--- config.mk ---
export PLATFORM = sky130hd
export DESIGN_NAME = mac_channel
export DESIGN_NICKNAME = d
export VERILOG_FILES = /design/src/common/cnn_pkg.sv /design/src/hw/mac_channel.sv
export SDC_FILE = /design/constraint.sdc
export NUM_CORES = 2
export LEC_CHECK = 0
export ABC_CLOCK_PERIOD_IN_PS = 18000
export BUFFER_PORTS_ARGS = -buffer_cell sky130_fd_sc_hd__buf_2
export CORE_ASPECT_RATIO = 0.7
export CORE_MARGIN = 5
export CORE_UTILIZATION = 61
export DETAILED_ROUTE_END_ITERATION = 8
export MAX_ROUTING_LAYER = met4
export PLACE_DENSITY = 0.77
export SYNTH_ARGS = -nofsm -noshare
export SYNTH_HDL_FRONTEND = slang
export SYNTH_SLANG_ARGS = --single-unit
export TNS_END_PERCENT = 20
--- constraint.sdc ---
create_clock -name vclk -period 18
set_input_delay 0.9 -clock vclk [all_inputs]
set_output_delay 0.9 -clock vclk [all_outputs]
set_load 0.03 [all_outputs]
--- src/common/cnn_pkg.sv ---
`default_nettype none

package cnn_pkg;

	// kernel geometry
	localparam int KERNEL = 3;
	localparam int TAPS = KERNEL * KERNEL;

	typedef logic signed [7:0] pixel_t;
	typedef logic signed [7:0] weight_t;
	typedef logic signed [15:0] bias_t;

	// channel result truncated to 16 bits
	typedef logic signed [15:0] acc_t;

	// row or col index and coefficient address
	typedef logic [7:0] coord_t;

	// [row][col] with row 0 the oldest and col 0 the leftmost
	typedef pixel_t [KERNEL-1:0][KERNEL-1:0] window_t;

endpackage

`default_nettype wire

--- src/hw/mac_channel.sv ---
`timescale 1ns/1ps
`default_nettype none

module mac_channel (
	input cnn_pkg::window_t window,
	input cnn_pkg::weight_t weights [cnn_pkg::TAPS],
	input cnn_pkg::bias_t bias,
	output cnn_pkg::acc_t result
);
	import cnn_pkg::*;

	// nine 16-bit products need 20 bits before truncation
	localparam int SUM_W = 20;

	logic signed [SUM_W-1:0] prod [TAPS];
	logic signed [SUM_W-1:0] pair [4];
	logic signed [SUM_W-1:0] quad [2];
	logic signed [SUM_W-1:0] total;

	always_comb
	begin
		for (int t = 0; t < TAPS; t++)
		begin
			prod[t] = $signed(window[t / KERNEL][t % KERNEL]) * $signed(weights[t]);
		end
		for (int i = 0; i < 4; i++)
		begin
			pair[i] = prod[2*i] + prod[2*i+1];
		end
		quad[0] = pair[0] + pair[1];
		quad[1] = pair[2] + pair[3];
		// last tap joins the bias at the root
		total = (quad[0] + quad[1]) + (prod[TAPS-1] + bias);
	end

	assign result = acc_t'(total[15:0]);

endmodule

`default_nettype wire

==> summary.txt <==
Outcome
  • Outcome: completed

Logic synthesis
  • Most common cell in the netlist: inv_1
  • Yosys Warn Count: 0
  • Unique cell type count in the Yosys netlist: 29
  • Mapped cell area: 23,600 µm²
  • Mapped Cells: 2,446
  • Most common library cells after synthesis: inv_1 (857), fa_1 (704), and2_1 (288)
  • Synth area leaders: fa_1 (60%), inv_1 (14%), ha_1 (9.6%), and2_1 (7.6%), nand2_1 (3.5%)
  • Share of the synthesized area in the top cell type: 59.7%
  • Average cell area after synthesis: 9.66 µm²
  • Register area share after synthesis: 0%
  • Synth area leader: fa_1
  • Syn Nets: 3,491

Floorplanning
  • Initial core utilization: 61.6%
  • FP Rows: 60
  • Core region area: 38,400 µm²
  • Die Footprint: 42,800 µm²
  • Die Span Y: 175 µm
  • Die width: 245 µm
  • I/O Pins: 176

GRT
  • Vias in the first global route: 18,300
  • Initial antenna violation count: 11
  • GRT Overall Usage: 31.5%
  • Largest net degree at the start of global routing: 10
  • First-pass GRT wire length: 101,000 µm
  • GRT Residual Overflow: 0

STA
  • Final worst-path cycle share: 56.5%
  • Fin. max-slew vios: 0
  • Max Fclk: 98.3 MHz
  • Setup Total Neg Slack: 0 ns
  • Final hold vios: 0
  • # setup viols final: 0
  • RSZ-0062 raised after global routing: no
  • Max_slew headroom: 61.4%
  • Tmin final: 10.18 ns
  • Worst slew pin tran: 0.577 ns

Setup path
  • Worst Setup Path Type: in -> out
  • Crit end category: primary output
  • Worst-path maximum fanout: 8
  • Startpoint class of the critical path: input port
  • WP data required: 17.10 ns
  • Crit path DAT: 9.28 ns

Detailed routing
  • Final ANT Viol Nets: 0
  • Via Count: 16,100
  • Final wirelength: 62,000 µm
  • DRC: 0
  • Routed len/inst: 19.6 µm
  • Drt pass-1 iters: 5
  • Initial drt markers: 1,284
  • Via/cell ratio: 5.11

Job
  • Max cap viols: 0

Worst hold path
  • Worst Hold Endpoint: result[0]
  • Hold Crit Start: bias[0]
  • Hold depth: 6
  • Tightest Hold Check Type: in -> out

Finish
  • Sequential cells: 0
  • FF/Latch Area: 0 µm²
  • Fraction of layout cells with a size suffix above 1: 6.75%
  • # clk buffers: 0
  • Nets: 3,668
  • Area growth syn-to-layout: 6.63%

CTS
  • Post-CTS Setup Inserts: 0
  • CTS hold repair buffers: 0
  • Post_cts resized: 0

Place
  • Routability cong.: 0.954
  • Port buffer count: 176
  • Post-DP HPWL: 58,000 µm
worst max-delay path by stage:
stage	startpoint	to	slack, ns	cells past startpoint
global placement	weights[48]	result[15]	8.10	26
CTS	weights[48]	result[15]	7.88	26
global route	weights[48]	result[15]	7.38	26
detailed placement	weights[48]	result[15]	7.90	26
finish	weights[48]	result[15]	7.82	26
floorplan	window[7]	result[15]	8.94	25
layout make-up:
class              count  area, µm²
multi-input cells   1588      20400
diodes                12       30.0
fillers             3173      13200
well taps            527        659
repair buffers       176        881
inverters            857       3220
worst max-delay path, cell delays in order:
cell and delay, ns:
buf_2 0.23, nand2_1 0.21, fa_1 0.87, fa_1 0.52, fa_1 0.57, inv_1 0.06
fa_1 0.49, inv_1 0.06, fa_1 0.54, inv_1 0.06, fa_1 0.48, fa_1 0.61
fa_1 0.46, fa_1 0.50, inv_1 0.05, fa_1 0.47, inv_1 0.04, ha_1 0.38
a21oi_1 0.10, o21bai_1 0.33, o21ba_2 0.23, a21oi_1 0.30, a21o_1 0.20, a21oi_1 0.18
xnor2_1 0.22, buf_2 0.22
stage by stage:
stage | hold slack [ns] | instances | util (%) | setup WS [ns] | instance area, µm²
floorplan | 2.30 | 2446 | - | 8.94 | 23600
detailed placement | 2.60 | 3148 | 65.6 | 7.90 | 25200
finish | 2.60 | 3160 | 65.7 | 7.82 | 25200
global route | 2.63 | 3159 | 65.7 | 7.38 | 25200
CTS | 2.61 | 3148 | 65.6 | 7.88 | 25200
global placement | 2.60 | 3148 | 65.6 | 8.10 | 25200
layer usage:
metal  GRT usage [%]  up-vias  wire length, µm
li1                -     7088                -
met1            48.9     8194            27700
met2            43.4      783            26000
met3            7.71       73             7080
met4            4.86        0             1210
met5               -        -                0
layout by cell type, fill, tap and decap left out, drive strengths merged, types with 3 or more instances in the layout:
master  count
fa        704
buf       176
ha        181
o21bai      3
nand2b     38
nor2       14
diode      12
xnor2      76
inv       857
nand2     218
xor2       10
and2      288
o21ai       6
nor2b      25
a21oi       7
logic make-up after synthesis:
group | after synthesis | synth area share (%)
AND/OR/NAND/NOR | 591 | 13.2
AO/OA/AOI/OAI | 24 | 0.641
multiplexers | 2 | 0.0847
XOR/XNOR | 86 | 3.19
buffers and inverters | 858 | 13.6
adder cells (fa/ha/maj) | 885 | 69.2
Power is left out: the tool's default activity adds up to more than one toggle a clock period on the data nets, which glitch-free logic cannot reach.
