--- config.mk ---
export PLATFORM = sky130hd
export DESIGN_NAME = coef_loader
export DESIGN_NICKNAME = d
export VERILOG_FILES = /design/src/common/cnn_pkg.sv /design/src/hw/coef_loader.sv
export SDC_FILE = /design/constraint.sdc
export NUM_CORES = 1
export LEC_CHECK = 0
export BUFFER_PORTS_ARGS = -buffer_cell sky130_fd_sc_hd__buf_4
export CORE_UTILIZATION = 35
export DETAILED_ROUTE_END_ITERATION = 10
export PLACE_DENSITY_LB_ADDON = 0.25
export SETUP_SLACK_MARGIN = 0.1
export SYNTH_ARGS = -nofsm -noshare
export SYNTH_HDL_FRONTEND = slang
export SYNTH_SLANG_ARGS = --single-unit
--- constraint.sdc ---
create_clock -name clk -period 2.2 [get_ports clk]
set_clock_uncertainty 0.2 [all_clocks]
set_input_delay 0 -clock clk [delete_from_list [all_inputs] [get_ports clk]]
set_output_delay 0 -clock clk [all_outputs]
set_load 0.01 [all_outputs]
--- src/common/cnn_pkg.sv ---
`default_nettype none

package cnn_pkg;

	// kernel geometry
	localparam int KERNEL = 3;
	localparam int TAPS = KERNEL * KERNEL;

	typedef logic signed [7:0] pixel_t;
	typedef logic signed [7:0] weight_t;
	typedef logic signed [15:0] bias_t;

	// channel result truncated to 16 bits
	typedef logic signed [15:0] acc_t;

	// row or col index and coefficient address
	typedef logic [7:0] coord_t;

	// [row][col] with row 0 the oldest and col 0 the leftmost
	typedef pixel_t [KERNEL-1:0][KERNEL-1:0] window_t;

endpackage

`default_nettype wire

--- src/hw/coef_loader.sv ---
`timescale 1ns/1ps
`default_nettype none

module coef_loader #(
	parameter type coef_t = logic [7:0],
	parameter int COUNT = 1
) (
	input logic clk,
	input logic rst,
	input logic store_done,
	input coef_t rdata,
	output logic read,
	output cnn_pkg::coord_t addr,
	output coef_t coefs [COUNT]
);
	import cnn_pkg::*;

	typedef enum logic {
		IDLE,
		LOAD
	} state_t;

	state_t state;
	logic loaded;
	logic capture;

	assign read = (state == LOAD);

	always_ff @(posedge clk or posedge rst)
	begin
		if (rst)
		begin
			state <= IDLE;
			addr <= '0;
			loaded <= 1'b0;
			capture <= 1'b0;
		end
		else
		begin
			// data comes back one cycle after the strobe
			capture <= read;
			case (state)
				IDLE:
				begin
					if (store_done && !loaded)
					begin
						state <= LOAD;
						addr <= '0;
					end
				end
				LOAD:
				begin
					if (addr == coord_t'(COUNT - 1))
					begin
						state <= IDLE;
						loaded <= 1'b1;
					end
					else
					begin
						addr <= addr + 1'b1;
					end
				end
				default:
				begin
					state <= IDLE;
				end
			endcase
		end
	end

	// first word ends up in entry 0 after COUNT shifts
	always_ff @(posedge clk)
	begin
		if (capture)
		begin
			coefs[COUNT-1] <= rdata;
			for (int i = 0; i < COUNT - 1; i++)
			begin
				coefs[i] <= coefs[i+1];
			end
		end
	end

endmodule

`default_nettype wire

==> results.md, run 1 <==
- PD cells: ~500 mW/mm2
- Slew Limit Fails: 0
- Core area: 0.00225 mm2
- Setup TNS Final: 0 ns
- Net Count, Synth: 77
- Ys async rst share: 0.579
- Post-synthesis sequential area ratio: 0.609
- Final Hold Viols: 0
- Nets@finish: 118
- Antenna viol nets, final: 0
- Worst vdd ir: approximately 320 uV
- Setup violators final: 0
- Initial core utilization: 0.375
- Root buffer cell: clkbuf_4
- Worst rel slew slack: 0.705
- PortBufs: 27
- Routed length per instance: ~14 um
- Routed vias/inst: a little over 5
- Crit. End Element: register
- Post-synthesis cell area: ~850 um2
- Gate power share: 0.082
- Cell taking the most area after synthesis: dfrtp_1
- CTS Sinks: 19
- Diode count: 0
- Count leader, synth: dfrtp_1
- P_int: around 0.48 mW
- Hold WC Path Type: primary input to asynchronous set/reset pin
- Min Tclk post-route: just under 2 ns
- Area of the multi-input gates: 299 um2
- Crit Path Max Fanout: 7
- Routed via count: roughly 670
- Inst Count DP: between 100 and 150
- Fillers: between 200 and 250
- Antenna violations before repair: 0
- Mapped Avg Cell Area: between 10 and 15 um2
- Crit path max-delay family: simple AND/OR/NAND/NOR gates
- Worst Tran Pin Value: 0.442 ns
- First-pass GRT wire length: roughly 3 mm
- Row Count: 17
- Clk_lat worst skew: 0.29 ns
- Worst path arrival time: around 2.0 ns
- GPL Wtd Cong: between 0.7 and 0.8
- Die Width: about 50 um
- Number of synthesized flops with an enable pin: 8
- Sw Share: 0.207
- Startpoint Class: register
- #FFs+latches synth: 19
- Reg clk slew, reported paths: roughly 0.1 ns
- Setup CP Type: register to register
- Top_reg_cell synth: dfrtp_1
- CTS tree: done
- Fmax: 508 MHz
- Post-Synthesis Cells: 64
- RSZ-0062 raised after global routing: false
- WP buf/inv: 1
- Largest stage delay, worst path: 0.49 ns
- P_sw: approximately 0.12 mW
- Reg area: a little over 500 um2
- P&R area growth vs syn: 43.5%
- Area contributors post-synth: dfrtp_1, edfxtp_1, mux2i_1
- Setup Fix Bufs, Post-CTS: 0
- Synth top cells by count: dfrtp_1, edfxtp_1, mux2i_1, nand2_1, inv_1
- CP max stage cell: or4b_4
- Synth top area share: 0.325
- Initial DRC count: 6
- Die Y: about 50 um
- CTS Buf Count: 3
- Status: completed
- H-tree Lvls: 1
- LEAKAGE: roughly 0.54 nW
- Longest Clk Path Bufs: 2
- Non-filler cells, final: between 100 and 150
- Seq pwr share: 0.631
- Die area: 0.00262 mm2
- Cells along the critical path: inv_1 -> ha_1 -> or4b_4 -> o41ai_4 -> mux2i_1
- Synth warnings: 0
- Pin count of the biggest net entering global routing: 12
- Tot Pwr: around 0.6 mW
- Drt pass-1 iters: 4
- Worst EP required: between 2 and 2.5 ns
- Clk pwr share: 0.287
- I/O pin cnt: 28
- Post-Route WL: about 1.8 mm
- Distinct cells, synth: 24
- Final period util: 0.894
- Total track usage: 0.161
- Grt ovf: 0
- Layout cells sized above 1: 0.365
- Crit path launch: addr[0]
- Reg2reg start: addr[0]
- DRC errors left: 0
- Max-cap violations: 0
- Vias in the first global route: around 700
- Post-DP HPWL: about 1.3 mm
-- final timing paths --
kind | end | slack (ns) | depth (start not counted)
worst min register to register | loaded | 0.28 | 1
worst max-delay path | addr[0] | 0.23 | 5
min in group clk | coefs[6] | 0.23 | 2
worst min-delay path | addr[1] | 0.06 | 3
worst max register to register | addr[0] | 0.23 | 5
max in group asynchronous | addr[7] | 1.44 | 3
-- per-layer routing --
layer	wire, um	vias up	part of all wire	global-route usage
met5	0	-	0	0
met4	16	0	0.0089	0.0833
met3	75	2	0.042	0.0268
met2	961	22	0.53	0.298
met1	744	321	0.41	0.172
li1	-	320	-	-
-- final cells by class --
class	count	area share
clock buffers	3	0.0186
clock inverters	1	0.00412
inverters	5	0.0155
multi-input cells	37	0.246
flip-flops and latches	19	0.425
well taps	28	0.0289
repair buffers	39	0.262
-- power groups by stage --
stage	Sequential, mW	Combinational, mW	Clock, mW
global route	0.380	0.0536	0.201
CTS	0.380	0.0500	0.182
global placement	0.386	0.0348	0
finish	0.379	0.0493	0.172
detailed placement	0.387	0.0357	0
floorplan	0.391	0.00430	0
-- sequential cells by signal, summed over array words and instances (netlist names) --
name     flops
coefs        8
read         1
capture      1
loaded       1
addr         8
-- worst reg2reg max path: cells and delay by family, from the launching register on --
kind                       cells  cell delay (ns)
AOI/OAI and AO/OA              1             0.32
buffers and inverters          1             0.09
and+or+nand+nor                1             0.49
adders and majority gates      1             0.13
DFF                            1             0.46
muxes                          1             0.22
-- through the flow --
stage                     hold WS, ns  cell area [um2]  utilization  worst slack (ns)
after detailed placement       -0.165             1080        0.479             0.247
after global routing           0.0776             1210        0.538             0.107
after global placement         -0.168             1080        0.479             0.306
final                          0.0569             1210        0.538             0.233
after floorplan                -0.348              846            -             0.316
after CTS                      0.0600             1210        0.536             0.215
-- layout by cell type, fill, tap and decap left out, drive strengths merged --
cell / instances
nand4: 4
nor4: 1
nand2b: 1
dlygate4sd3: 10
dfrtp: 11
or4b: 1
o31ai: 3
mux2i: 6
o21ai: 1
clkinv: 1
inv: 5
or3b: 1
nand3: 2
nand2: 6
a31oi: 1
buf: 29
and3b: 1
ha: 2
a21o: 1
o41ai: 1
a21boi: 1
nor3: 1
o211ai: 2
edfxtp: 8
a2bb2oi: 1
clkbuf: 3
-- timing repair --
action / 4_1_cts / 5_1_grt
gates resized for setup: 0 / 1
setup endpoints to repair: 0 / 1
endpoints found under the hold margin: 24 / 0
hold buffers: 10 / 0
-- logic make-up (layout without fill, tap and decap cells) --
logic type      Yosys count  after routing  synth area share
flops                    19             19             0.609
simple gates             18             18             0.127
compound gates           11             11             0.118
buf+inv                   8             48            0.0444
mux                       6              6            0.0710
fa+ha+maj                 2              2            0.0296
(Power assumes the default switching activity.)
==> run 2, diff against run 1 <==
--- a/config.mk
+++ b/config.mk
@@ -7,5 +7,7 @@
 export LEC_CHECK = 0
 export BUFFER_PORTS_ARGS = -buffer_cell sky130_fd_sc_hd__buf_4
+export CAP_MARGIN = 25
 export CORE_UTILIZATION = 35
+export CTS_CLUSTER_DIAMETER = 80
 export DETAILED_ROUTE_END_ITERATION = 10
 export PLACE_DENSITY_LB_ADDON = 0.25
==> constraint.sdc (replaced) <==
create_clock -name clk -period 2.2 [get_ports clk]
set_clock_uncertainty 0.2 [all_clocks]
set_input_delay 0.33 -clock clk [delete_from_list [all_inputs] [get_ports clk]]
set_output_delay 0.33 -clock clk [all_outputs]
set_load 0.01 [all_outputs]
==> run 2 against run 1 <==
  * Design area decreased by 0.82%
  * Non-clock buffer count decreased by 1
  * Clock power about the same
  * Sequential power about the same
  * Global-route usage decreased by 0.64 points
  * Sequential share of layout area increased by 0.35 points
  * Die area unchanged
  * Wire length decreased by 0.17%
  * Critical path type unchanged
  * Critical endpoint unchanged
  * Largest cell class unchanged
  * Largest power group unchanged
==> results.md, run 2 (synthesized netlist as in run 1, its figures left out) <==
- Status: completed (unchanged)
- Most frequent cells in the layout: buf_4, dfrtp_1, dlygate4sd3_1 (unchanged)
- Total track usage: 0.154 (was 0.161)
- Slew Limit Fails: 0 (unchanged)
- Routed vias/inst: 5.02 (was 5.04)
- H-tree Lvls: 1 (unchanged)
- PD cells: 498 mW/mm2 (was 495 mW/mm2)
- Max-cap violations: 0 (unchanged)
- R2R setup slack: 0.23 ns (about the same)
- R2r worst-path depth: 5 (unchanged)
- Root buffer cell: clkbuf_4 (unchanged)
- GPL Wtd Cong: 0.779 (unchanged)
- DP Area: 0.00108 mm2 (unchanged)
- Core area: 0.00225 mm2 (unchanged)
- CTS Buf Count: 3 (unchanged)
- Nets@finish: 117 (was 118)
- Reg2reg end: addr[0] (unchanged)
- I/O pin cnt: 28 (unchanged)
- LEAKAGE: 0.533 nW (was 0.537 nW)
- Min Tclk post-route: 1.97 ns (about the same)
- Worst EP required: 2.22 ns (about the same)
- Setup violators final: 0 (unchanged)
- Die area: 0.00262 mm2 (unchanged)
- Fillers: 213 (unchanged)
- CTS tree: done (unchanged)
- Crit path launch: addr[0] (unchanged)
- PortBufs: 27 (unchanged)
- Drt pass-1 iters: 4 (unchanged)
- Row Count: 17 (unchanged)
- Post-DP HPWL: 1.31 mm (unchanged)
- Die Y: 51.2 um (unchanged)
- P&R area growth vs syn: 42.3% (was 43.5%)
- Fmax: 508 MHz (about the same)
- Reg2reg start: addr[0] (unchanged)
- Worst path arrival time: 1.99 ns (about the same)
- Clk_lat worst skew: 0.29 ns (about the same)
- Antenna violations before repair: 0 (unchanged)
- Startpoint Class: register (unchanged)
- Commonest non-fill, non-tap cell in the layout: buf_4 (unchanged)
- Routed via count: 658 (was 665)
- Grt ovf: 0 (unchanged)
- DRC errors left: 0 (unchanged)
- Pin count of the biggest net entering global routing: 12 (unchanged)
- Critical Path Sink: addr[0] (unchanged)
- First-pass GRT wire length: 2.84 mm (was 2.97 mm)
- Layout cells sized above 1: 0.369 (was 0.365)
- Post-Route WL: 1.79 mm (was 1.80 mm)
- Die Width: 51.2 um (unchanged)
- Worst rel slew slack: 0.705 (unchanged)
- Setup TNS Final: 0 ns (unchanged)
- Antenna viol nets, final: 0 (unchanged)
- Vias in the first global route: 651 (was 697)
- Leading registers by flop count: addr: 8 flops, coefs: 8 flops (unchanged)
- Finished Cell Area: 0.00120 mm2 (was 0.00121 mm2)
- RSZ-0062 raised after global routing: false (unchanged)
- Final Hold Viols: 0 (unchanged)
- Reg clk slew, reported paths: 0.10 ns (about the same)
- Final period util: 0.894 (about the same)
- Setup Fix Bufs, Post-CTS: 0 (unchanged)
- Worst vdd ir: 322 uV (was 323 uV)
- Initial DRC count: 7 (was 6)
- Initial core utilization: 0.375 (unchanged)
- Hold WC Path Type: primary input to register (was primary input to asynchronous set/reset pin)
- CTS Sinks: 19 (unchanged)
- Crit Path Max Fanout: 7 (unchanged)
- Worst Tran Pin Value: 0.442 ns (unchanged)
- Crit. End Element: register (unchanged)
- Diode count: 0 (unchanged)
- Setup CP Type: register to register (unchanged)
- Routed length per instance: 13.7 um (was 13.6 um)
- Longest Clk Path Bufs: 2 (unchanged)
run 2: cell types whose count changed in the layout (fill, tap and decap cells not counted):
| cell | before | now |
|---|---|---|
| dlygate4sd3_1 | 10 | 9 |
run 2: how the worst min path moves through the flow:
stage,start,endpoint,slack (ns),depth (start not counted)
5_1_grt,store_done,read,0.28,3
2_1_floorplan,rst,addr[0],-0.02,1
6_report,store_done,addr[2],0.27,4
3_5_place_dp,rst,addr[1],0.16,2
3_3_place_gp,rst,addr[1],0.16,2
4_1_cts,rdata[6],coefs[6],0.002,1
run 2: worst max-delay path: stages, from the launching register on:
cell	delay, ns
dfrtp_1	0.46
inv_1	0.08
ha_1	0.13
or4b_4	0.49
o41ai_4	0.32
mux2i_1	0.22
run 2: report_power, final:
part	internal, mW	switching [mW]
Combinational	0.0309	0.0169
Sequential	0.377	0.00218
Clock	0.0676	0.105
run 2: routing by layer:
| layer | GRT usage | wire, um |
|---|---|---|
| met3 | 0.0268 | 75 |
| met4 | 0.0833 | 16 |
| met2 | 0.272 | 960 |
| met5 | 0 | 0 |
| met1 | 0.176 | 742 |
run 2: area by class of cell:
class / count / area [um2] / share of cell area
flip-flops and latches: 19 / 515 / 0.428
clock inverters: 1 / 5.00 / 0.00416
inverters: 5 / 18.8 / 0.0156
clock buffers: 3 / 22.5 / 0.0187
repair buffers: 38 / 308 / 0.256
well taps: 28 / 35.0 / 0.0291
multi-input cells: 37 / 299 / 0.248
run 2: metrics by stage:
step / hold WS, ns / util / instances / power (mW) / setup WS, ns
after floorplan: -0.0176 / - / 64 / 0.395 / 0.316
after global placement: 0.162 / 0.479 / 118 / 0.421 / 0.306
after detailed placement: 0.165 / 0.479 / 118 / 0.423 / 0.247
after CTS: 0.00197 / 0.509 / 126 / 0.603 / 0.215
after global routing: 0.276 / 0.534 / 131 / 0.634 / 0.107
final: 0.274 / 0.534 / 131 / 0.599 / 0.233
run 2: timing repair:
action / in CTS / in global routing
hold endpoints to repair: 14 / 5
resized for setup: 0 / 1
endpoints found under the setup margin: 0 / 1
hold buffers: 4 / 5
