--- config.mk ---
export PLATFORM = sky130hd
export DESIGN_NAME = conv_window
export DESIGN_NICKNAME = d
export VERILOG_FILES = /design/src/common/cnn_pkg.sv /design/src/hw/window/line_buffer.sv /design/src/hw/window/conv_window.sv
export SDC_FILE = /design/constraint.sdc
export NUM_CORES = 1
export LEC_CHECK = 0
export BUFFER_PORTS_ARGS = -buffer_cell sky130_fd_sc_hd__buf_2
export CAP_MARGIN = 30
export CORE_AREA = 2 2 95 97
export DETAILED_ROUTE_END_ITERATION = 16
export DIE_AREA = 0 0 97 99
export GPL_ROUTABILITY_DRIVEN = 0
export PLACE_DENSITY = 0.67
export SYNTH_ARGS = -nofsm -noshare
export SYNTH_HDL_FRONTEND = slang
export SYNTH_SLANG_ARGS = --single-unit
--- constraint.sdc ---
create_clock -name clk -period 7.47 [get_ports clk]
set_clock_uncertainty 0.1 [all_clocks]
set_input_delay 1.494 -clock clk [delete_from_list [all_inputs] [get_ports clk]]
set_output_delay 1.494 -clock clk [all_outputs]
set_load 0.01 [all_outputs]
--- src/common/cnn_pkg.sv ---
`default_nettype none

package cnn_pkg;

	// kernel geometry
	localparam int KERNEL = 3;
	localparam int TAPS = KERNEL * KERNEL;

	typedef logic signed [7:0] pixel_t;
	typedef logic signed [7:0] weight_t;
	typedef logic signed [15:0] bias_t;

	// channel result truncated to 16 bits
	typedef logic signed [15:0] acc_t;

	// row or col index and coefficient address
	typedef logic [7:0] coord_t;

	// [row][col] with row 0 the oldest and col 0 the leftmost
	typedef pixel_t [KERNEL-1:0][KERNEL-1:0] window_t;

endpackage

`default_nettype wire

--- src/hw/window/line_buffer.sv ---
`timescale 1ns/1ps
`default_nettype none

module line_buffer #(
	parameter int DEPTH = 5
) (
	input logic clk,
	input logic rst,
	input cnn_pkg::pixel_t din,
	output cnn_pkg::pixel_t dout
);
	import cnn_pkg::*;

	pixel_t taps [DEPTH];

	always_ff @(posedge clk or posedge rst)
	begin
		if (rst)
		begin
			for (int i = 0; i < DEPTH; i++)
			begin
				taps[i] <= '0;
			end
		end
		else
		begin
			taps[0] <= din;
			for (int i = 1; i < DEPTH; i++)
			begin
				taps[i] <= taps[i-1];
			end
		end
	end

	assign dout = taps[DEPTH-1];

endmodule

`default_nettype wire

--- src/hw/window/conv_window.sv ---
`timescale 1ns/1ps
`default_nettype none

module conv_window #(
	parameter int IMG_W = 8
) (
	input logic clk,
	input logic rst,
	input cnn_pkg::pixel_t pixel_data,
	output cnn_pkg::window_t window
);
	import cnn_pkg::*;

	// rest of the row behind each of the two newer window rows
	pixel_t row_tail [2];

	line_buffer #(.DEPTH(IMG_W - KERNEL)) u_lb_new (
		.clk(clk),
		.rst(rst),
		.din(window[2][0]),
		.dout(row_tail[1])
	);

	line_buffer #(.DEPTH(IMG_W - KERNEL)) u_lb_mid (
		.clk(clk),
		.rst(rst),
		.din(window[1][0]),
		.dout(row_tail[0])
	);

	always_ff @(posedge clk or posedge rst)
	begin
		if (rst)
		begin
			window <= '0;
		end
		else
		begin
			// col 2 takes the newest pixel of its row
			window[2][2] <= pixel_data;
			window[1][2] <= row_tail[1];
			window[0][2] <= row_tail[0];
			for (int r = 0; r < KERNEL; r++)
			begin
				window[r][1] <= window[r][2];
				window[r][0] <= window[r][1];
			end
		end
	end

endmodule

`default_nettype wire

==> results_dict.tcl, run 1 <==
set metrics [dict create \
    synth_edf_count 0 \
    post-route-period-util_pct 35.1 \
    synth-compound-area-share_pct 0 \
    clk_pin_slew_worst_paths_ns 0.06 \
    setup_viol 0 \
    status "finished, final reports clean" \
    multi_input_cells 0 \
    path_class "reg -> out" \
    grt_pass1_wl_mm 7.94 \
    numCtsBuffers 17 \
    synth_top_area_cell "dfrtp_1" \
    final_util_pct 57.6 \
    synth_ff_type "dfrtp_1" \
    hp-class "reg -> reg" \
    fp.dieH_um 99 \
    synthAdderAreaFrac_pct 0 \
    cts_sinks 152 \
    yosysUniqueCellTypes 2 \
    worst_slew_pin_slew_ns 0.596 \
    post_cts_resized 0 \
    synthDominantCellAreaShare_pct 99.9 \
    drive_gt1_share_pct 42.9 \
    cts_setup_buffers 0 \
    dp_cells 343 \
    critPathMaxStageDelay_ns 0.39 \
    synth_top_family_by_area "buffers and inverters" \
    routed_wl_mm 4.70 \
    syn_area_sq_mm 0.00381 \
    yosysSeqAreaShare_pct 99.9 \
    synth_top_cells_by_count "dfrtp_1, inv_1" \
    grt_max_degree 82 \
    rsz0062_at_grt "no" \
    hold_violations 0 \
    critical-path-top-delay-family "flip-flops" \
    synth_most_common_cell "dfrtp_1" \
    postCtsHoldBufs 0 \
    vdd_drop_max_mv 0.189 \
    synth-seq-cells 152 \
    antenna_cells 0 \
    drtIter0Drc 42 \
    syn_nets 163 \
    grt_pass1_vias 1645 \
    critPathLaunchType "flip-flop" \
    endpoint_kind "output pin" \
    start_util_pct 44.5 \
    finalCriticalPeriod_ns 2.62 \
    crit_chain "buf_2" \
    syn_area_per_cell_sq_um 24.9 \
    cp.arrival_ns 1.03 \
    whs_ns 0.242 \
    grt_usage_pct 11.2 \
    synth_area_leaders "dfrtp_1, inv_1" \
    synth_xor_area_share_pct 0 \
    drtAntennaViolNets 0 \
    yosysWarningCount 0 \
    grt_overflow 0 \
    pwr_density_cell_mw_per_mm2 338 \
    worst-path-buf-inv 1 \
    rows 34 \
    power_uw 1670 \
    clock.fmax_mhz 381 \
    vias 1611 \
    multiInputGateArea_sq_um 0 \
    io_pins 82 \
    portBuffers 81 \
    cts_root_buf "clkbuf_8" \
    ctsHtreeMaxLevel 4 \
    clk_latency_ns 0.50 \
    coreArea_sq_mm 0.00855 \
    clockBufferDepth 2 \
    drc_errors 0 \
    cp.required_ns 5.88 \
    finalNonFillerCells 376 \
    cap_violations 0 \
    syn-instance-count 153 \
    seqCellArea_sq_mm 0.00380 \
    critPathMaxFanout 2 \
    maxSlewViolCount 0 \
    fillCellCount 636 \
    worst_path_max_delay_cell "dfrtp_1" \
    die_w_um 97 \
    cts_tree "yes" \
    antenna_found_initial 0 \
    max-slew-margin-rel_pct 60.3 \
    leakagePower_uw 0.00236 \
    areaGrowthSynthToFinish_pct 29.2 \
    synthArstFlopShare_pct 100 \
    tns_ns 0 \
    synthMuxAreaShare_pct 0 \
    vias_per_cell 4.28 \
    synthSimpleGateAreaFrac_pct 0 \
    fin_nets 265 \
    first_pass_iters 3 \
    wire_per_inst_um 12.5 \
    die_area_sq_mm 0.00960 \
    hpwl_mm 2.74 \
]
## state kept, by name, indices dropped and copies added (netlist names)
signal / cells
u_lb_new.taps: 32
u_lb_mid.dout: 8
u_lb_mid.taps: 32
u_lb_new.dout: 8
window: 72
## power by group
group	switching [uW]	total [uW]	internal, uW
sequential	14.2	880	865
clock	304	736	432
combinational	32.8	49.6	16.8
## routing by layer
layer	track usage, %	wire [um]
met4	6.50	77
met5	0	0
met2	15.3	2260
met3	6.74	458
met1	13.8	1900
## metrics by stage
step / setup slack [ns] / instance area [sq um]
2_1_floorplan: 1.78 / 3810
3_3_place_gp: 4.35 / 4360
3_5_place_dp: 4.28 / 4360
4_1_cts: 4.80 / 4890
5_1_grt: 4.78 / 4920
6_report: 4.85 / 4920
## final timing paths
path                             startpoint           endpoint  slack [ns]  cells after the start
setup reg to reg                 window[26]  u_lb_mid.taps[34]        6.86                      0
hold reg to reg            u_lb_new.dout[2]         window[42]        0.24                      0
setup / recovery                 window[26]         window[26]        4.85                      1
hold / removal             u_lb_new.dout[2]         window[42]        0.24                      0
min in group asynchronous               rst         window[46]        0.96                      2
max in group asynchronous               rst  u_lb_mid.taps[36]        5.32                      4
## kinds of logic after synthesis
group                  count (synthesis)
buffers and inverters                  1
flip-flops                           152
## layout make-up
| type | instances | share of cell area (%) |
|---|---|---|
| clock buffers | 21 | 9.33 |
| well taps | 108 | 2.75 |
| repair buffers | 83 | 8.95 |
| inverters | 1 | 0.178 |
| flip-flops and latches | 152 | 77.3 |
| clock inverters | 11 | 1.50 |
## placed cells by master, fill, tap and decap left out, drive strengths merged
master / n
dfrtp: 152
buf: 83
clkbuf: 21
clkinvlp: 6
clkinv: 4
inv: 2
Power figures use the tool's default switching activity.
==> inputs of run 2 (changes only) <==
clock period = 2.56 ns   (was 7.47 ns; I/O delays follow)
==> run 2 against run 1 <==
Sequential share of layout area shrank 1.9 points. Die area is the same. Clock power grew to 3.3 times the previous value. Wire length grew 5.7%. Combinational power grew to 3.1 times the previous value. Final area grew 2.5%. Utilization grew 1.4 points. Hold slack lost 0.11 ns. Critical path depth is the same. Register-to-register slack lost 4.9 ns. Sequential power grew to 2.9 times the previous value. First-iteration DRC count grew 71%.
==> results_dict.tcl, run 2 (synthesis results as in run 1) <==
set metrics [dict create \
    cts_root_buf "clkbuf_8" \
    coreArea_sq_mm 0.00855 \
    leakagePower_uw 0.00241 \
    critical-path-top-delay-family "flip-flops" \
    status "finished, final reports clean" \
    pwr_density_cell_mw_per_mm2 1020 \
    vias_per_cell 4.18 \
    largest_reg_flops 72 \
    cts_sinks 152 \
    clockBufferDepth 2 \
    tns_ns 0 \
    grt_usage_pct 11.7 \
    crit_chain "buf_2" \
    pre_cts_ws_ns 1.14 \
    vdd_drop_max_mv 0.582 \
    cp.required_ns 1.95 \
    hp-class "in -> async" \
    portBuffers 81 \
    drtAntennaViolNets 0 \
    routed_wl_mm 4.97 \
    fp.dieH_um 99 \
    placed_area_sq_mm 0.00437 \
    hpwl_mm 2.67 \
    drive_gt1_share_pct 41.4 \
    maxSlewViolCount 0 \
    path_depth 1 \
    drtIter0Drc 72 \
    seqCellArea_sq_mm 0.00380 \
    critPathLaunchType "flip-flop" \
    critPathMaxStageDelay_ns 0.39 \
    areaGrowthSynthToFinish_pct 32.4 \
    antenna_found_initial 0 \
    largestRegisters "window x72, u_lb_mid.taps x32, u_lb_new.taps x32" \
    regMostFlops "window" \
    ctsHtreeMaxLevel 4 \
    design_area_sq_mm 0.00504 \
    drc_errors 0 \
    clk_latency_ns 0.50 \
    cp.arrival_ns 1.03 \
    final_common_cell "dfrtp_1" \
    rsz0062_at_grt "no" \
    endpoint_kind "output pin" \
    worst_path_max_delay_cell "dfrtp_1" \
    antenna_cells 0 \
    wire_per_inst_um 13.0 \
    numCtsBuffers 17 \
    worst_slew_pin_slew_ns 0.763 \
    critPathMaxFanout 2 \
    final_util_pct 59.0 \
    fillCellCount 645 \
    grt_pass1_vias 1732 \
    finalCriticalPeriod_ns 1.64 \
    clk_pin_slew_worst_paths_ns 0.06 \
    path_class "reg -> out" \
    grt_max_degree 153 \
    post_cts_resized 0 \
    grt_pass1_wl_mm 8.44 \
    vias 1592 \
    post-route-period-util_pct 64.1 \
    start_util_pct 44.5 \
    io_pins 82 \
    fin_ws_ns 0.920 \
    max-slew-margin-rel_pct 49.1 \
    clock.fmax_mhz 610 \
    first_pass_iters 4 \
    cap_violations 0 \
    die_w_um 97 \
    hold_violations 0 \
    multiInputGateArea_sq_um 0 \
    die_area_sq_mm 0.00960 \
    fin_nets 272 \
    worst-path-buf-inv 1 \
    grt_overflow 0 \
    cts_tree "yes" \
    multi_input_cells 0 \
    rr_worst_depth 0 \
    setup_viol 0 \
    layout_common_cells "dfrtp_1, buf_2, clkbuf_16" \
    rows 34 \
]
-- run 2: cell count changes in the layout (fill, tap and decap cells not counted), sizes merged --
cell	delta
dlygate4sd3	+8
bufinv	+3
clkbuf	-2
clkinvlp	-2
buf	-1
inv	-1
-- run 2: worst min-delay path: cells and delay by family --
| family | cells | cell delay (ns) |
|---|---|---|
| buf+inv | 3 | 0.70 |
-- run 2: path summary, 6_finish.rpt --
kind                                   startpoint                end  slack, ns
worst min-delay path                          rst  u_lb_mid.taps[37]       0.13
worst min register to register  u_lb_mid.taps[28]  u_lb_mid.taps[20]       0.24
worst max-delay path                   window[30]         window[30]       0.92
worst max register to register         window[30]  u_lb_mid.taps[38]       1.94
max in group asynchronous                     rst   u_lb_mid.dout[7]       1.66
min in group clk                u_lb_mid.taps[28]  u_lb_mid.taps[20]       0.24
-- run 2: cell type report --
cell class	count	area share (%)
Timing Repair Buffer	90	10.0
Clock inverter	11	2.95
Sequential cell	152	75.4
Clock buffer	19	8.76
Tap cell	108	2.68
Inverter	1	0.149
-- run 2: metal layers --
metal	vias to the layer above	wire, um	track usage (%)
met1	821	2080	14.6
met2	73	2410	16.7
met3	4	439	6.45
met5	-	0	0
li1	694	-	-
met4	0	35	5.85
-- run 2: power by group --
group / internal [uW] / switching, uW
sequential: 2520 / 41.7
clock: 1530 / 891
combinational: 54.7 / 97.4
total: 4110 / 1030
-- run 2: stage by stage --
step / hold WS, ns / std cells / power [uW]
2_1_floorplan: 0.231 / 153 / 2670
3_3_place_gp: 0.232 / 343 / 2750
3_5_place_dp: 0.235 / 343 / 2760
4_1_cts: 0.00200 / 380 / 5220
5_1_grt: 0.179 / 381 / 5360
6_report: 0.129 / 381 / 5140
-- run 2: timing repair --
action / 4_1_cts / 5_1_grt
hold endpoints to repair: 7 / 1
setup buffers: 0 / 0
setup endpoints to repair: 0 / 0
hold buffers: 7 / 1
==> inputs of run 3 (changes only) <==
PLACE_DENSITY = 0.7   (was 0.67)
clock period = 1.4 ns   (was 2.56 ns; I/O delays follow)
==> run 3 against run 2 <==
The run now ends with setup timing left. Wire length rose by 7.6%. Critical path depth did not move. Setup slack got worse by 0.98 ns. Via count rose by 11%. First-iteration DRC count fell by 58%. Sequential share of layout area fell by 5.9 points. Sequential cell count did not move. Final cell count rose by 9.4%. Utilization rose by 5.0 points. Critical endpoint is now window[43]. Largest power group unchanged.
==> results_dict.tcl, run 3 (synthesis results as in run 1) <==
set metrics [dict create \
    finalNonFillerCells 417 \
    path_class "reg -> out" \
    start_util_pct 44.5 \
    maxSlewViolCount 0 \
    clock.fmax_mhz 683 \
    hpwl_mm 3.10 \
    post-route-period-util_pct 105 \
    r2r_setup_slack_ns 0.56 \
    wire_per_inst_um 12.8 \
    clk_latency_ns 0.50 \
    vias 1760 \
    coreArea_sq_mm 0.00855 \
    violations "setup timing" \
    fin_nets 306 \
    whs_ns 0.235 \
    first_pass_iters 4 \
    critPathMaxFanout 2 \
    grt_max_degree 26 \
    clockBufferDepth 2 \
    rr_worst_depth 2 \
    numCtsBuffers 17 \
    grt_usage_pct 12.7 \
    cp.required_ns 1.02 \
    cts_root_buf "clkbuf_8" \
    areaGrowthSynthToFinish_pct 43.7 \
    rsz0062_at_grt "yes" \
    leakagePower_uw 0.00265 \
    design_area_sq_mm 0.00547 \
    setup_viol 6 \
    critPathLaunchType "flip-flop" \
    layout_common_cells "dfrtp_1, buf_2, buf_4" \
    clk_pin_slew_worst_paths_ns 0.06 \
    critical-path-top-delay-family "flip-flops" \
    cts_tree "yes" \
    drive_gt1_share_pct 47.9 \
    worst_path_max_delay_cell "dfrtp_1" \
    multi_input_cells 0 \
    largestRegisters "window x72, u_lb_mid.taps x32, u_lb_new.taps x32" \
    worstHoldPathCells 0 \
    r2r_end "window[6]" \
    top_usage_layer "met2" \
    placed_area_sq_mm 0.00450 \
    drtAntennaViolNets 0 \
    critPathMaxStageDelay_ns 0.42 \
    routed_wl_mm 5.34 \
    io_pins 82 \
    power_uw 9770 \
    met2_usage_pct 18.9 \
    ctsHtreeMaxLevel 4 \
    hold_violations 0 \
    regMostFlops "window" \
    antenna_cells 0 \
    portBuffers 81 \
    min_to "u_lb_mid.dout[4]" \
    hold_path.startpoint "u_lb_mid.taps[12]" \
    rows 34 \
    drtIter0Drc 30 \
    r2r-start "window[14]" \
    grt_overflow 0 \
    largest_reg_flops 72 \
    tns_ns -0.105 \
    grt_pass1_wl_mm 9.11 \
    finalCriticalPeriod_ns 1.46 \
    worst_slew_pin_slew_ns 0.414 \
    met1_usage_pct 15.2 \
    drc_errors 0 \
    vias_per_cell 4.22 \
    cap_violations 0 \
    grt_pass1_vias 1964 \
    cp.arrival_ns 1.08 \
    multiInputGateArea_sq_um 0 \
    die_w_um 97 \
    vdd_drop_max_mv 1.25 \
    max-slew-margin-rel_pct 72.4 \
    use_met3_pct 7.30 \
    antenna_found_initial 0 \
    status "complete, but fails checks" \
    dp_cells 350 \
    crit_chain "buf_2" \
    fin_ws_ns -0.0642 \
    worst-path-buf-inv 1 \
    fp.dieH_um 99 \
    die_area_sq_mm 0.00960 \
    hp-class "reg -> reg" \
    fillCellCount 587 \
    final_common_cell "dfrtp_1" \
    cts_sinks 152 \
    pwr_density_cell_mw_per_mm2 1790 \
    endpoint_kind "output pin" \
]
run 3: worst max path at each step:
stage,cells after the start,startpoint,end,slack [ns]
detailed placement,1,window[43],window[43],0.46
CTS,1,window[43],window[43],-0.09
global route,1,window[43],window[43],-0.11
global placement,1,window[43],window[43],0.45
finish,1,window[43],window[43],-0.06
floorplan,1,rst,u_lb_mid.dout[0],-0.90
run 3: repair_timing:
item	CTS	global route
hold buffers	9	0
buffers inserted	20	6
gates resized for setup	1	8
endpoints found under the setup margin	71	72
hold endpoints to repair	160	0
run 3: cell type report:
class	count	area (sq um)	area share [%]
clock inverters	13	190	3.48
repair buffers	124	895	16.3
inverters	1	7.51	0.137
well taps	108	135	2.47
clock buffers	19	442	8.07
flip-flops and latches	152	3800	69.5
run 3: where the power goes:
part | switching (uW) | internal (uW) | total, uW
clock network | 1670 | 3010 | 4680
registers | 79.8 | 4620 | 4700
logic | 201 | 195 | 396
total | 1950 | 7820 | 9770
run 3: routing by layer:
metal	vias up	wire, um	part of all wire (%)
met5	-	0	0
met4	0	15	0.28
met3	2	390	7.3
met2	74	2730	51
met1	918	2210	41
li1	766	-	-
run 3: metrics by stage:
step	util (%)	worst slack [ns]
after floorplan	-	-0.897
after global placement	52.6	0.455
after detailed placement	52.6	0.463
after CTS	62.9	-0.0942
after global routing	64.0	-0.110
final	64.0	-0.0642
